--- src/design/coherence_defs.svh ---
// sizes shared by the MESI cache pair
// word addressed, one word per line
`ifndef COHERENCE_DEFS_SVH
`define COHERENCE_DEFS_SVH

`define CC_ADDR_WIDTH  6    // word address
`define CC_DATA_WIDTH  32
`define CC_N_SETS      8    // direct mapped L1
`define CC_N_CPUS      2
`define CC_MEM_LATENCY 2    // cycles per memory access

`define CC_INDEX_WIDTH $clog2(`CC_N_SETS)
`define CC_TAG_WIDTH   (`CC_ADDR_WIDTH - `CC_INDEX_WIDTH)

`endif

--- src/design/coherence_pkg.sv ---
// cache side types: MESI line state, L1 entry and coherence statistics
`include "coherence_defs.svh"

package coherence_pkg;

    typedef enum logic [1:0] {
        MODIFIED,
        EXCLUSIVE,
        SHARED,
        INVALID
    } mesi_state_t;

    typedef struct packed {
        mesi_state_t                state;
        logic [`CC_TAG_WIDTH-1:0]   tag;    // upper address bits
        logic [`CC_DATA_WIDTH-1:0]  data;
    } cache_line_t;

    typedef struct packed {
        logic [15:0] to_e_transitions;
        logic [15:0] to_s_transitions;
        logic [15:0] invalidated_blocks;    // lost to a remote write
        logic [15:0] shared_blocks;         // demoted by a remote read
    } coherence_stats_t;

endpackage

--- src/design/bus_pkg.sv ---
// bus side types: APB request, coherence bus request, snoop and replies
`include "coherence_defs.svh"

package bus_pkg;

    typedef struct packed {
        logic [`CC_ADDR_WIDTH-1:0]  paddr;
        logic [`CC_DATA_WIDTH-1:0]  pwdata;
        logic                       pwrite;
        logic                       psel;
        logic                       penable;
    } cpu_req_t;

    typedef enum logic [1:0] {
        BUS_RD,     // read miss
        BUS_RDX,    // write miss
        BUS_UPGR,   // write to a shared line
        BUS_WB      // dirty eviction
    } bus_kind_t;

    typedef struct packed {
        logic                       valid;
        bus_kind_t                  kind;
        logic [`CC_ADDR_WIDTH-1:0]  addr;
        logic [`CC_DATA_WIDTH-1:0]  data;
    } bus_req_t;

    typedef struct packed {
        logic                       valid;
        logic [`CC_ADDR_WIDTH-1:0]  addr;
        logic                       invalidate;
    } snoop_t;

    typedef struct packed {
        logic                       done;
        logic                       hit;
        logic                       dirty;
        logic [`CC_DATA_WIDTH-1:0]  data;
    } snoop_resp_t;

    typedef struct packed {
        logic                       done;
        logic [`CC_DATA_WIDTH-1:0]  data;
        logic                       exclusive;  // no other copy
    } bus_resp_t;

endpackage

--- src/design/l1_cache.sv ---
// direct mapped L1, one word per line, write-back and write-allocate
// APB slave front end; misses and upgrades go to the coherency unit,
// which also drives the snoop lookups
`timescale 1ns/100ps
`include "coherence_defs.svh"

module l1_cache (
    input  logic                        CLK,
    input  logic                        nRST,
    input  bus_pkg::cpu_req_t           cpu_req,
    input  logic                        cu_done,
    input  logic [`CC_DATA_WIDTH-1:0]   fill_data,
    input  coherence_pkg::mesi_state_t  fill_state,
    input  logic [`CC_ADDR_WIDTH-1:0]   snoop_addr,
    input  logic                        snoop_inv,
    input  logic                        snoop_req,
    output logic [`CC_DATA_WIDTH-1:0]   prdata,
    output logic                        pready,
    output bus_pkg::bus_req_t           cu_req,
    output coherence_pkg::cache_line_t  victim,
    output bus_pkg::snoop_resp_t        snoop_resp
);
    localparam int IW = `CC_INDEX_WIDTH;

    coherence_pkg::mesi_state_t     state_q [`CC_N_SETS];
    logic [`CC_TAG_WIDTH-1:0]       tag_q   [`CC_N_SETS];
    logic [`CC_DATA_WIDTH-1:0]      data_q  [`CC_N_SETS];

    logic [IW-1:0] idx;
    logic [IW-1:0] s_idx;
    logic          access;
    logic          hit;
    logic          fast_hit;
    logic          write_hit;
    logic          s_hit;

    assign idx    = cpu_req.paddr[IW-1:0];
    assign s_idx  = snoop_addr[IW-1:0];
    assign access = cpu_req.psel && cpu_req.penable;
    assign hit    = state_q[idx] != coherence_pkg::INVALID &&
                    tag_q[idx] == cpu_req.paddr[`CC_ADDR_WIDTH-1:IW];
    // reads hit in any valid state, writes only in M or E
    assign fast_hit = hit && (!cpu_req.pwrite || state_q[idx] != coherence_pkg::SHARED);

    // a snoop lookup owns the arrays for its cycle
    assign write_hit = access && fast_hit && cpu_req.pwrite && !snoop_req;
    assign pready    = access && ((fast_hit && !snoop_req) || cu_done);
    assign prdata    = cu_done ? fill_data : data_q[idx];

    always_comb begin
        cu_req.valid = access && !fast_hit;
        if (hit) begin
            cu_req.kind = bus_pkg::BUS_UPGR;    // write to a shared line
        end else begin
            cu_req.kind = cpu_req.pwrite ? bus_pkg::BUS_RDX : bus_pkg::BUS_RD;
        end
        cu_req.addr = cpu_req.paddr;
        cu_req.data = cpu_req.pwdata;
    end

    assign victim = '{state: state_q[idx], tag: tag_q[idx], data: data_q[idx]};

    assign s_hit = state_q[s_idx] != coherence_pkg::INVALID &&
                   tag_q[s_idx] == snoop_addr[`CC_ADDR_WIDTH-1:IW];
    assign snoop_resp = '{
        done:  snoop_req,
        hit:   snoop_req && s_hit,
        dirty: snoop_req && s_hit && state_q[s_idx] == coherence_pkg::MODIFIED,
        data:  data_q[s_idx]
    };

    always_ff @(posedge CLK or negedge nRST) begin
        if (!nRST) begin
            for (int i = 0; i < `CC_N_SETS; i++) begin
                state_q[i] <= coherence_pkg::INVALID;
            end
        end else if (cu_done) begin
            state_q[idx] <= fill_state;
        end else if (snoop_req && s_hit) begin
            state_q[s_idx] <= snoop_inv ? coherence_pkg::INVALID : coherence_pkg::SHARED;
        end else if (write_hit) begin
            state_q[idx] <= coherence_pkg::MODIFIED;   // E becomes M silently
        end
    end

    always_ff @(posedge CLK) begin
        if (cu_done) begin
            tag_q[idx]  <= cpu_req.paddr[`CC_ADDR_WIDTH-1:IW];
            data_q[idx] <= cpu_req.pwrite ? cpu_req.pwdata : fill_data;
        end else if (write_hit) begin
            data_q[idx] <= cpu_req.pwdata;
        end
    end

    a_penable_needs_psel: assert property (@(posedge CLK) disable iff (!nRST)
        cpu_req.penable |-> cpu_req.psel);

endmodule

--- src/design/coherency_unit.sv ---
// per-core MESI coherency unit
// turns misses, upgrades and dirty evictions into bus transactions,
// answers snoops from the other core and counts state transitions
`timescale 1ns/100ps
`include "coherence_defs.svh"

module coherency_unit (
    input  logic                            CLK,
    input  logic                            nRST,
    input  bus_pkg::bus_req_t               cu_req,
    input  coherence_pkg::cache_line_t      victim,
    input  bus_pkg::snoop_t                 snoop,
    input  bus_pkg::snoop_resp_t            snoop_resp,
    input  bus_pkg::bus_resp_t              bus_resp,
    output logic                            cu_done,
    output logic [`CC_DATA_WIDTH-1:0]       fill_data,
    output coherence_pkg::mesi_state_t      fill_state,
    output logic [`CC_ADDR_WIDTH-1:0]       snoop_addr,
    output logic                            snoop_inv,
    output logic                            snoop_req,
    output bus_pkg::bus_req_t               bus_req,
    output bus_pkg::snoop_resp_t            snoop_reply,
    output coherence_pkg::coherence_stats_t stats
);
    typedef enum logic [2:0] {
        IDLE,
        WRITEBACK,
        READ_REQ,
        WRITE_REQ,
        RESP_CHKTAG,
        RESP_SEND,
        RESP_FAIL
    } cu_state_t;

    cu_state_t            state_q;
    cu_state_t            state_d;
    bus_pkg::snoop_resp_t lookup_q;     // L1 answer held while replying
    logic                 req_state;

    always_ff @(posedge CLK or negedge nRST) begin
        if (!nRST) begin
            state_q <= IDLE;
        end else begin
            state_q <= state_d;
        end
    end

    always_ff @(posedge CLK) begin
        if (state_q == RESP_CHKTAG) begin
            lookup_q <= snoop_resp;
        end
    end

    // an incoming snoop always wins, so two waiting cores cannot deadlock
    always_comb begin
        state_d = state_q;
        case (state_q)
            IDLE: begin
                if (snoop.valid) begin
                    state_d = RESP_CHKTAG;
                end else if (cu_req.valid) begin
                    if (victim.state == coherence_pkg::MODIFIED) begin
                        state_d = WRITEBACK;    // dirty victim leaves first
                    end else begin
                        state_d = cu_req.kind == bus_pkg::BUS_RD ? READ_REQ : WRITE_REQ;
                    end
                end
            end
            WRITEBACK: begin
                if (snoop.valid) begin
                    state_d = RESP_CHKTAG;
                end else if (bus_resp.done) begin
                    state_d = cu_req.kind == bus_pkg::BUS_RD ? READ_REQ : WRITE_REQ;
                end
            end
            READ_REQ, WRITE_REQ: begin
                if (snoop.valid) begin
                    state_d = RESP_CHKTAG;  // withdraw, retry from IDLE
                end else if (bus_resp.done) begin
                    state_d = IDLE;
                end
            end
            RESP_CHKTAG: state_d = snoop_resp.hit ? RESP_SEND : RESP_FAIL;
            RESP_SEND, RESP_FAIL: begin
                if (!snoop.valid) begin
                    state_d = IDLE;
                end
            end
            default: state_d = IDLE;
        endcase
    end

    assign req_state  = state_q == READ_REQ || state_q == WRITE_REQ;
    assign cu_done    = req_state && bus_resp.done;
    assign fill_data  = bus_resp.data;
    assign fill_state = state_q == WRITE_REQ ? coherence_pkg::MODIFIED :
                        bus_resp.exclusive   ? coherence_pkg::EXCLUSIVE : coherence_pkg::SHARED;
    assign snoop_addr = snoop.addr;
    assign snoop_inv  = snoop.invalidate;
    assign snoop_req  = state_q == RESP_CHKTAG;

    always_comb begin
        bus_req       = cu_req;
        bus_req.valid = req_state || state_q == WRITEBACK;
        if (state_q == WRITEBACK) begin
            bus_req.kind = bus_pkg::BUS_WB;
            bus_req.addr = {victim.tag, cu_req.addr[`CC_INDEX_WIDTH-1:0]};
            bus_req.data = victim.data;
        end
    end

    always_comb begin
        snoop_reply       = lookup_q;
        snoop_reply.done  = state_q == RESP_SEND || state_q == RESP_FAIL;
        snoop_reply.hit   = state_q == RESP_SEND;
        snoop_reply.dirty = state_q == RESP_SEND && lookup_q.dirty;
    end

    always_ff @(posedge CLK or negedge nRST) begin
        if (!nRST) begin
            stats <= '0;
        end else if (state_q == READ_REQ && bus_resp.done) begin
            if (bus_resp.exclusive) begin
                stats.to_e_transitions <= stats.to_e_transitions + 16'd1;
            end else begin
                stats.to_s_transitions <= stats.to_s_transitions + 16'd1;
            end
        end else if (state_q == RESP_CHKTAG && snoop_resp.hit) begin
            if (snoop.invalidate) begin
                stats.invalidated_blocks <= stats.invalidated_blocks + 16'd1;
            end else begin
                stats.shared_blocks <= stats.shared_blocks + 16'd1;
            end
        end
    end

    // a request is only dropped on done or to answer a snoop
    a_req_held: assert property (@(posedge CLK) disable iff (!nRST)
        bus_req.valid && !bus_resp.done && !snoop.valid |=> bus_req.valid);

    a_hit_with_done: assert property (@(posedge CLK) disable iff (!nRST)
        snoop_reply.hit |-> snoop_reply.done);

endmodule

--- src/design/bus_controller.sv ---
// snooping bus controller for two cores
// round-robin grant, snoop of the other core, dirty data forwarding
// and the word memory behind the bus
`timescale 1ns/100ps
`include "coherence_defs.svh"

module bus_controller (
    input  logic                    CLK,
    input  logic                    nRST,
    input  bus_pkg::bus_req_t       bus_req0,
    input  bus_pkg::bus_req_t       bus_req1,
    input  bus_pkg::snoop_resp_t    snoop_reply0,
    input  bus_pkg::snoop_resp_t    snoop_reply1,
    output bus_pkg::snoop_t         snoop0,
    output bus_pkg::snoop_t         snoop1,
    output bus_pkg::bus_resp_t      bus_resp0,
    output bus_pkg::bus_resp_t      bus_resp1
);
    localparam int CW = $clog2(`CC_MEM_LATENCY) + 1;

    typedef enum logic [1:0] {BC_IDLE, BC_SNOOP, BC_MEM, BC_RESP} bc_state_t;

    bc_state_t                  state_q;
    logic                       gnt_q;      // current owner, also last winner
    logic [CW-1:0]              cnt_q;
    bus_pkg::bus_req_t          cur_q;
    logic [`CC_DATA_WIDTH-1:0]  rdata_q;
    logic                       excl_q;
    logic [`CC_DATA_WIDTH-1:0]  mem [2**`CC_ADDR_WIDTH];

    logic                   pick;
    bus_pkg::bus_req_t      pick_req;
    bus_pkg::snoop_resp_t   remote;
    logic                   supply;
    logic                   mem_last;
    logic                   snoop_go;
    logic                   resp_go;

    // on a tie the core that lost last time wins
    assign pick     = (bus_req0.valid && bus_req1.valid) ? !gnt_q : bus_req1.valid;
    assign pick_req = pick ? bus_req1 : bus_req0;
    assign remote   = gnt_q ? snoop_reply0 : snoop_reply1;
    assign supply   = remote.done && remote.hit && remote.dirty;
    assign mem_last = cnt_q == CW'(`CC_MEM_LATENCY - 1);

    always_ff @(posedge CLK or negedge nRST) begin
        if (!nRST) begin
            state_q <= BC_IDLE;
            gnt_q   <= 1'b1;    // core 0 first
            cnt_q   <= '0;
        end else begin
            case (state_q)
                BC_IDLE: begin
                    cnt_q <= '0;
                    if (bus_req0.valid || bus_req1.valid) begin
                        gnt_q   <= pick;
                        state_q <= pick_req.kind == bus_pkg::BUS_WB ? BC_MEM : BC_SNOOP;
                    end
                end
                BC_SNOOP: begin
                    if (remote.done) begin
                        state_q <= supply ? BC_RESP : BC_MEM;
                    end
                end
                BC_MEM: begin
                    if (mem_last) begin
                        state_q <= BC_RESP;
                    end else begin
                        cnt_q <= cnt_q + 1'b1;
                    end
                end
                default: state_q <= BC_IDLE;
            endcase
        end
    end

    always_ff @(posedge CLK) begin
        case (state_q)
            BC_IDLE: cur_q <= pick_req;
            BC_SNOOP: begin
                if (remote.done) begin
                    excl_q  <= !remote.hit;
                    rdata_q <= remote.data;
                end
                if (supply) begin
                    mem[cur_q.addr] <= remote.data;    // memory catches the dirty copy
                end
            end
            BC_MEM: begin
                if (mem_last && cur_q.kind == bus_pkg::BUS_WB) begin
                    mem[cur_q.addr] <= cur_q.data;
                end else if (mem_last) begin
                    rdata_q <= mem[cur_q.addr];
                end
            end
            default: ;
        endcase
    end

    assign snoop_go = state_q == BC_SNOOP;
    assign resp_go  = state_q == BC_RESP;

    // RDX and UPGR invalidate the other copy, RD only demotes it
    assign snoop0 = '{valid: snoop_go && gnt_q, addr: cur_q.addr,
                      invalidate: cur_q.kind != bus_pkg::BUS_RD};
    assign snoop1 = '{valid: snoop_go && !gnt_q, addr: cur_q.addr,
                      invalidate: cur_q.kind != bus_pkg::BUS_RD};

    assign bus_resp0 = '{done: resp_go && !gnt_q, data: rdata_q, exclusive: excl_q};
    assign bus_resp1 = '{done: resp_go && gnt_q, data: rdata_q, exclusive: excl_q};

    a_one_done: assert property (@(posedge CLK) disable iff (!nRST)
        !(bus_resp0.done && bus_resp1.done));

endmodule

--- src/design/coherent_pair_top.sv ---
// two-core MESI cache pair on one snooping bus
// per core an APB L1 and a coherency unit, one shared bus controller
`timescale 1ns/100ps
`include "coherence_defs.svh"

module coherent_pair_top (
    input  logic                            CLK,
    input  logic                            nRST,
    input  bus_pkg::cpu_req_t               cpu0,
    input  bus_pkg::cpu_req_t               cpu1,
    output logic [`CC_DATA_WIDTH-1:0]       prdata0,
    output logic [`CC_DATA_WIDTH-1:0]       prdata1,
    output logic                            pready0,
    output logic                            pready1,
    output coherence_pkg::coherence_stats_t stats0,
    output coherence_pkg::coherence_stats_t stats1
);
    bus_pkg::cpu_req_t                  cpu         [`CC_N_CPUS];
    logic [`CC_DATA_WIDTH-1:0]          prdata      [`CC_N_CPUS];
    logic                               pready      [`CC_N_CPUS];
    coherence_pkg::coherence_stats_t    stats       [`CC_N_CPUS];
    bus_pkg::bus_req_t                  cu_req      [`CC_N_CPUS];
    coherence_pkg::cache_line_t         victim      [`CC_N_CPUS];
    logic                               cu_done     [`CC_N_CPUS];
    logic [`CC_DATA_WIDTH-1:0]          fill_data   [`CC_N_CPUS];
    coherence_pkg::mesi_state_t         fill_state  [`CC_N_CPUS];
    logic [`CC_ADDR_WIDTH-1:0]          snoop_addr  [`CC_N_CPUS];
    logic                               snoop_inv   [`CC_N_CPUS];
    logic                               snoop_req   [`CC_N_CPUS];
    bus_pkg::snoop_resp_t               snoop_resp  [`CC_N_CPUS];   // L1 to unit
    bus_pkg::snoop_resp_t               snoop_reply [`CC_N_CPUS];   // unit to bus
    bus_pkg::snoop_t                    snoop       [`CC_N_CPUS];
    bus_pkg::bus_req_t                  bus_req     [`CC_N_CPUS];
    bus_pkg::bus_resp_t                 bus_resp    [`CC_N_CPUS];

    assign cpu[0]  = cpu0;
    assign cpu[1]  = cpu1;
    assign prdata0 = prdata[0];
    assign prdata1 = prdata[1];
    assign pready0 = pready[0];
    assign pready1 = pready[1];
    assign stats0  = stats[0];
    assign stats1  = stats[1];

    for (genvar i = 0; i < `CC_N_CPUS; i++) begin : g_core
        l1_cache i_l1 (
            .CLK        (CLK),
            .nRST       (nRST),
            .cpu_req    (cpu[i]),
            .cu_done    (cu_done[i]),
            .fill_data  (fill_data[i]),
            .fill_state (fill_state[i]),
            .snoop_addr (snoop_addr[i]),
            .snoop_inv  (snoop_inv[i]),
            .snoop_req  (snoop_req[i]),
            .prdata     (prdata[i]),
            .pready     (pready[i]),
            .cu_req     (cu_req[i]),
            .victim     (victim[i]),
            .snoop_resp (snoop_resp[i])
        );

        coherency_unit i_cu (
            .CLK         (CLK),
            .nRST        (nRST),
            .cu_req      (cu_req[i]),
            .victim      (victim[i]),
            .snoop       (snoop[i]),
            .snoop_resp  (snoop_resp[i]),
            .bus_resp    (bus_resp[i]),
            .cu_done     (cu_done[i]),
            .fill_data   (fill_data[i]),
            .fill_state  (fill_state[i]),
            .snoop_addr  (snoop_addr[i]),
            .snoop_inv   (snoop_inv[i]),
            .snoop_req   (snoop_req[i]),
            .bus_req     (bus_req[i]),
            .snoop_reply (snoop_reply[i]),
            .stats       (stats[i])
        );
    end

    bus_controller i_bus (
        .CLK          (CLK),
        .nRST         (nRST),
        .bus_req0     (bus_req[0]),
        .bus_req1     (bus_req[1]),
        .snoop_reply0 (snoop_reply[0]),
        .snoop_reply1 (snoop_reply[1]),
        .snoop0       (snoop[0]),
        .snoop1       (snoop[1]),
        .bus_resp0    (bus_resp[0]),
        .bus_resp1    (bus_resp[1])
    );

endmodule

--- config.mk ---
export PLATFORM = sky130hd
export DESIGN_NAME = coherent_pair_top
export DESIGN_NICKNAME = d
export VERILOG_FILES = /design/src/design/coherence_pkg.sv /design/src/design/bus_pkg.sv /design/src/design/l1_cache.sv /design/src/design/coherency_unit.sv /design/src/design/bus_controller.sv /design/src/design/coherent_pair_top.sv
export VERILOG_INCLUDE_DIRS = /design/src /design/src/design
export SDC_FILE = /design/constraint.sdc
export NUM_CORES = 2
export LEC_CHECK = 0
export ABC_AREA = 1
export BUFFER_PORTS_ARGS = -buffer_cell sky130_fd_sc_hd__buf_4
export CAP_MARGIN = 20
export CORE_MARGIN = 4
export CORE_UTILIZATION = 34
export CTS_BUF_LIST = sky130_fd_sc_hd__clkbuf_16
export DETAILED_ROUTE_END_ITERATION = 7
export PLACE_DENSITY_LB_ADDON = 0.08
export SLEW_MARGIN = 25
export SYNTH_ARGS = -nofsm -noshare
export SYNTH_HDL_FRONTEND = slang
export SYNTH_SLANG_ARGS = --single-unit
--- constraint.sdc ---
create_clock -name CLK -period 4.4 [get_ports CLK]
set_input_delay 0.88 -clock CLK [delete_from_list [all_inputs] [get_ports CLK]]
set_output_delay 0.88 -clock CLK [all_outputs]
set_load 0.005 [all_outputs]
==> results.txt <==
* Final wirelength: about 470 mm
* Fraction of the cycle the final worst path needs: 0.9392
- Via-to-Cell Ratio: about 5.6
- For this design the top-level I/O count stands at 278.
* Status: complete, no violations
* Area delta synth->final: 17.27%
* Latest clock arrival within the worst-skew pair: 0.94 ns
- The final hold violation count is 0.
- Cell row count: approximately 220
- The root buffer cell chosen for the clock tree is sky130_fd_sc_hd__clkbuf_16.
- The first detailed-routing pass ran for 7 iterations.
* Adder-cell share of the synthesized area: 0.001434
- Top fanout value on the critical path: 20
* Main combinational cell family by area after synthesis: simple AND/OR/NAND/NOR gates
* Number of input and output port buffers inserted: around 280
- Number of synthesized flops with an enable pin: 2747
* Highest Clock Rate: 242.0 MHz
* Setup CP Type: flip-flop to output port
- After detailed routing, the number of remaining DRC violations is 0.
- For this configuration, the core starts out at a cell density of 0.3424.
* Most frequent cell after synthesis: sky130_fd_sc_hd__edfxtp_1
- Ranking of synthesized cells by instance count: sky130_fd_sc_hd__edfxtp_1 (2747), sky130_fd_sc_hd__nand2_1 (1582), sky130_fd_sc_hd__nor2_1 (1334)
- Area of all placed cells without fillers: 143300 um^2
* Clock Sinks: a little under 3000
* Setup-violating endpoint count in the final report: 0
* Power, Total: ~100 mW
- Headroom to the max-slew limit came out at 0.2172.
* Horizontal die dimension: 607.4 um
- The routed design could run at a clock period as short as 4.132 ns.
- The core region is between 300000 and 400000 um^2.
- Yosys warning total: 0
- Kind of end point of the critical path: output port
- Clock buffers created by TritonCTS: roughly 340
- Setup repair after global routing left no endpoint under its margin.
- Number of DRC violations after detailed-routing iteration 0: about 10000
* Actual transition at the worst max-transition pin: about 1.2 ns
- Cells after synthesis: 10331
- A synthesized cell averages between 10 and 15 um^2.
- Detailed placement ended at an HPWL of roughly 280 mm.
* Number of nets in the finished design: 10773
- The first global-routing pass estimated 658.3 mm of wire.
* Areal power density over the cells: slightly above 700 nW/um^2
- After clock tree synthesis, the clock-pin slew on the worst setup and hold paths is ~0.060 ns.
- The max-slew violation total from the final report is 0.
- At the end of routability-driven placement, the weighted congestion stood at slightly below 0.9.
* Final ANT Viol Nets: 0
* Area after detailed placement: 132700 um^2
- Remaining global-route overflow: 0
- Simple-Gate Fraction of Synth Area: 0.1260
- Pin count of the biggest net entering global routing: roughly 160
* Final core utilization: 0.4015
- # fillers: roughly 34000
* Total routing usage reported by global routing: 0.2461
* VDD IR max: 713.5 uV
- For this block, the via count after detailed routing is about 88000.
- In the post-synthesis netlist, the biggest area contributors are sky130_fd_sc_hd__edfxtp_1 (68%), sky130_fd_sc_hd__o21ai_0 (5.4%), sky130_fd_sc_hd__nand2_1 (4.9%).
* Share of cells above drive strength 1: 0.1230
- Fraction of synthesized cell area taken by the top area cell type: 0.6752
- The number of antenna violations at the first check in global routing is 28.
* CTS H-Tree Depth: 5
- Across the run, the number of max-cap violations was 0.
- Of the total synthesized cell area, the portion taken by XOR and XNOR cells is 0.008245.
- For the worst setup path, the data arrival time is 3.25 ns.
* Synthesized netlist net count: around 10000
* Area of the mapped netlist: 122200 um^2
- The share of the Yosys chip area taken by registers is 0.7116.
* Clock tree from TritonCTS: built
* Share of synthesized flip-flops with an asynchronous set or reset: 0.05848
* Die Y: a little over 600 um
- The die covers 369000 um^2.
* Static power due to leakage: 49.50 nW
* Synth Area in Compound Gates: 0.1166
- Class of the worst hold path: input port to flip-flop
- Leading area contributor after synthesis: sky130_fd_sc_hd__edfxtp_1
- Data required time of the critical path: around 3.5 ns
* Proportion of synthesized area in mux cells: 0.0002765
* Number of global-route vias before repair: roughly 85000
* Wire length per cell after detailed routing: around 30 um
- Number of synthesized register bits: 2924
- Clock skew on the completed layout was measured at between 0.05 and 0.06 ns.
- Critical Path Source Type: flip-flop
* Number of buffers on the longest clock path: 4
* Count of different cell masters after synthesis: 57
- Total negative setup slack: 0 ns
- Post-synth top flop: sky130_fd_sc_hd__edfxtp_1
[worst paths after layout]
| path | cells after the start | to | slack (ns) | startpoint |
|---|---|---|---|---|
| hold reg to reg | 1 | g_core[1].i_cu.stats[47] | 0.47 | g_core[1].i_cu.stats[47] |
| hold / removal | 1 | g_core[0].i_l1.tag_q[0][2] | 0.28 | cpu0[40] |
| setup reg to reg | 9 | i_bus.cur_q[14] | 0.52 | g_core[0].i_cu.state_q[0] |
| min in group asynchronous | 2 | g_core[1].i_cu.stats[47] | 0.56 | nRST |
| setup / recovery | 9 | prdata0[21] | 0.27 | i_bus.state_q[1] |
| max in group asynchronous | 3 | g_core[1].i_l1.state_q[8] | 2.90 | nRST |
[timing repair]
| action | 4_1_cts | 5_1_grt |
|---|---|---|
| hold endpoints to repair | 70 | 0 |
| setup endpoints to repair | 0 | 5 |
| hold buffers | 1 | 0 |
| resized for setup | 0 | 4 |
| setup buffers | 0 | 0 |
[where the power goes]
group | switching [mW] | internal [mW] | leakage (nW) | total [mW]
Combinational | 29.4 | 8.85 | 16.9 | 38.3
Clock | 11.5 | 15.6 | 5.42 | 27.1
Sequential | 0.954 | 36.4 | 27.1 | 37.3
Total | 41.9 | 60.8 | 49.5 | 103
[stage by stage]
| step | instances | worst slack [ns] | hold WS [ns] |
|---|---|---|---|
| final | 15711 | 0.2676 | 0.2761 |
| after global routing | 15697 | 0.1293 | 0.2233 |
| after CTS | 15693 | 0.001400 | 0.1779 |
| after detailed placement | 15083 | 0.2820 | 0.4591 |
| after global placement | 15082 | 0.3134 | 0.4571 |
| after floorplan | 10331 | 0.2611 | 0.4469 |
[flip-flops by register name, indices dropped and copies added (netlist names), named ones only]
register / count
i_bus.mem: 2048
g_core.i_l1.data_q: 512
g_core.i_cu.stats: 128
g_core.i_cu.snoop_reply: 64
g_core.i_l1.tag_q: 48
i_bus.cur_q: 34
g_core.i_l1.state_q: 32
i_bus.rdata_q: 32
g_core.i_cu.state_q: 6
i_bus.snoop0: 6
g_core.i_cu.lookup_q: 2
i_bus.cnt_q: 2
i_bus.state_q: 2
i_bus.excl_q: 1
i_bus.gnt_q: 1
[routing by layer]
layer	GRT usage	vias up	wire, um
li1	-	38423	-
met1	0.3506	44709	206800
met2	0.3810	3603	210200
met3	0.03455	780	33180
met4	0.09496	4	20020
met5	0	-	22
[cells by family after synthesis]
logic type                 count (synthesis)
muxes                                      3
buffers and inverters                   1106
adders and majority gates                 14
and+or+nand+nor                         3733
xor gates and xnor gates                 115
AOI/OAI and AO/OA                       2436
DFF                                     2924
[worst max-delay path: stages, from the launching register on]
cell and delay, ns:
sky130_fd_sc_hd__dfrtp_1 0.46, sky130_fd_sc_hd__ha_1 0.33, sky130_fd_sc_hd__nand2_1 0.13, sky130_fd_sc_hd__nor3_2 0.12, sky130_fd_sc_hd__buf_4 0.26, sky130_fd_sc_hd__inv_4 0.19
sky130_fd_sc_hd__buf_4 0.24, sky130_fd_sc_hd__nand2_1 0.07, sky130_fd_sc_hd__o21ai_0 0.24, sky130_fd_sc_hd__buf_4 0.25
[final cells by class]
cell class	instances	area (um^2)	area share
flip-flops and latches	2924	86950	0.6069
multi-input cells	6301	32050	0.2237
clock buffers	347	8683	0.06061
repair buffers	664	6057	0.04228
well taps	4751	5944	0.04150
clock inverters	262	1828	0.01276
inverters	445	1703	0.01189
diodes	17	42.54	0.0002970
[placed cells by master (no fill, tap or decap), types with 7 or more instances in the layout]
cell	instances
sky130_fd_sc_hd__dfstp_2	33
sky130_fd_sc_hd__o2bb2ai_1	16
sky130_fd_sc_hd__nor4_1	9
sky130_fd_sc_hd__clkbuf_16	347
sky130_fd_sc_hd__a21oi_1	90
sky130_fd_sc_hd__nand2_2	11
sky130_fd_sc_hd__buf_4	577
sky130_fd_sc_hd__clkinvlp_4	9
sky130_fd_sc_hd__buf_12	83
sky130_fd_sc_hd__nor2_4	93
sky130_fd_sc_hd__a31oi_4	32
sky130_fd_sc_hd__nand3_1	622
sky130_fd_sc_hd__bufinv_16	23
sky130_fd_sc_hd__o211ai_1	17
sky130_fd_sc_hd__clkinv_2	51
sky130_fd_sc_hd__o21ai_0	1300
sky130_fd_sc_hd__o2111ai_1	29
sky130_fd_sc_hd__xor2_1	72
sky130_fd_sc_hd__inv_1	488
sky130_fd_sc_hd__nor3_1	29
sky130_fd_sc_hd__nand4_1	101
sky130_fd_sc_hd__xnor2_1	43
sky130_fd_sc_hd__nor2_1	1248
sky130_fd_sc_hd__clkinv_1	98
sky130_fd_sc_hd__diode_2	17
sky130_fd_sc_hd__a22oi_1	139
sky130_fd_sc_hd__edfxtp_1	2747
sky130_fd_sc_hd__nand2_1	1582
sky130_fd_sc_hd__a31o_1	32
sky130_fd_sc_hd__a221oi_1	135
sky130_fd_sc_hd__nor2_2	7
sky130_fd_sc_hd__inv_2	19
sky130_fd_sc_hd__o22ai_1	591
sky130_fd_sc_hd__dfrtp_1	138
sky130_fd_sc_hd__o21ai_1	31
sky130_fd_sc_hd__ha_1	12
Power figures use the tool's default switching activity.
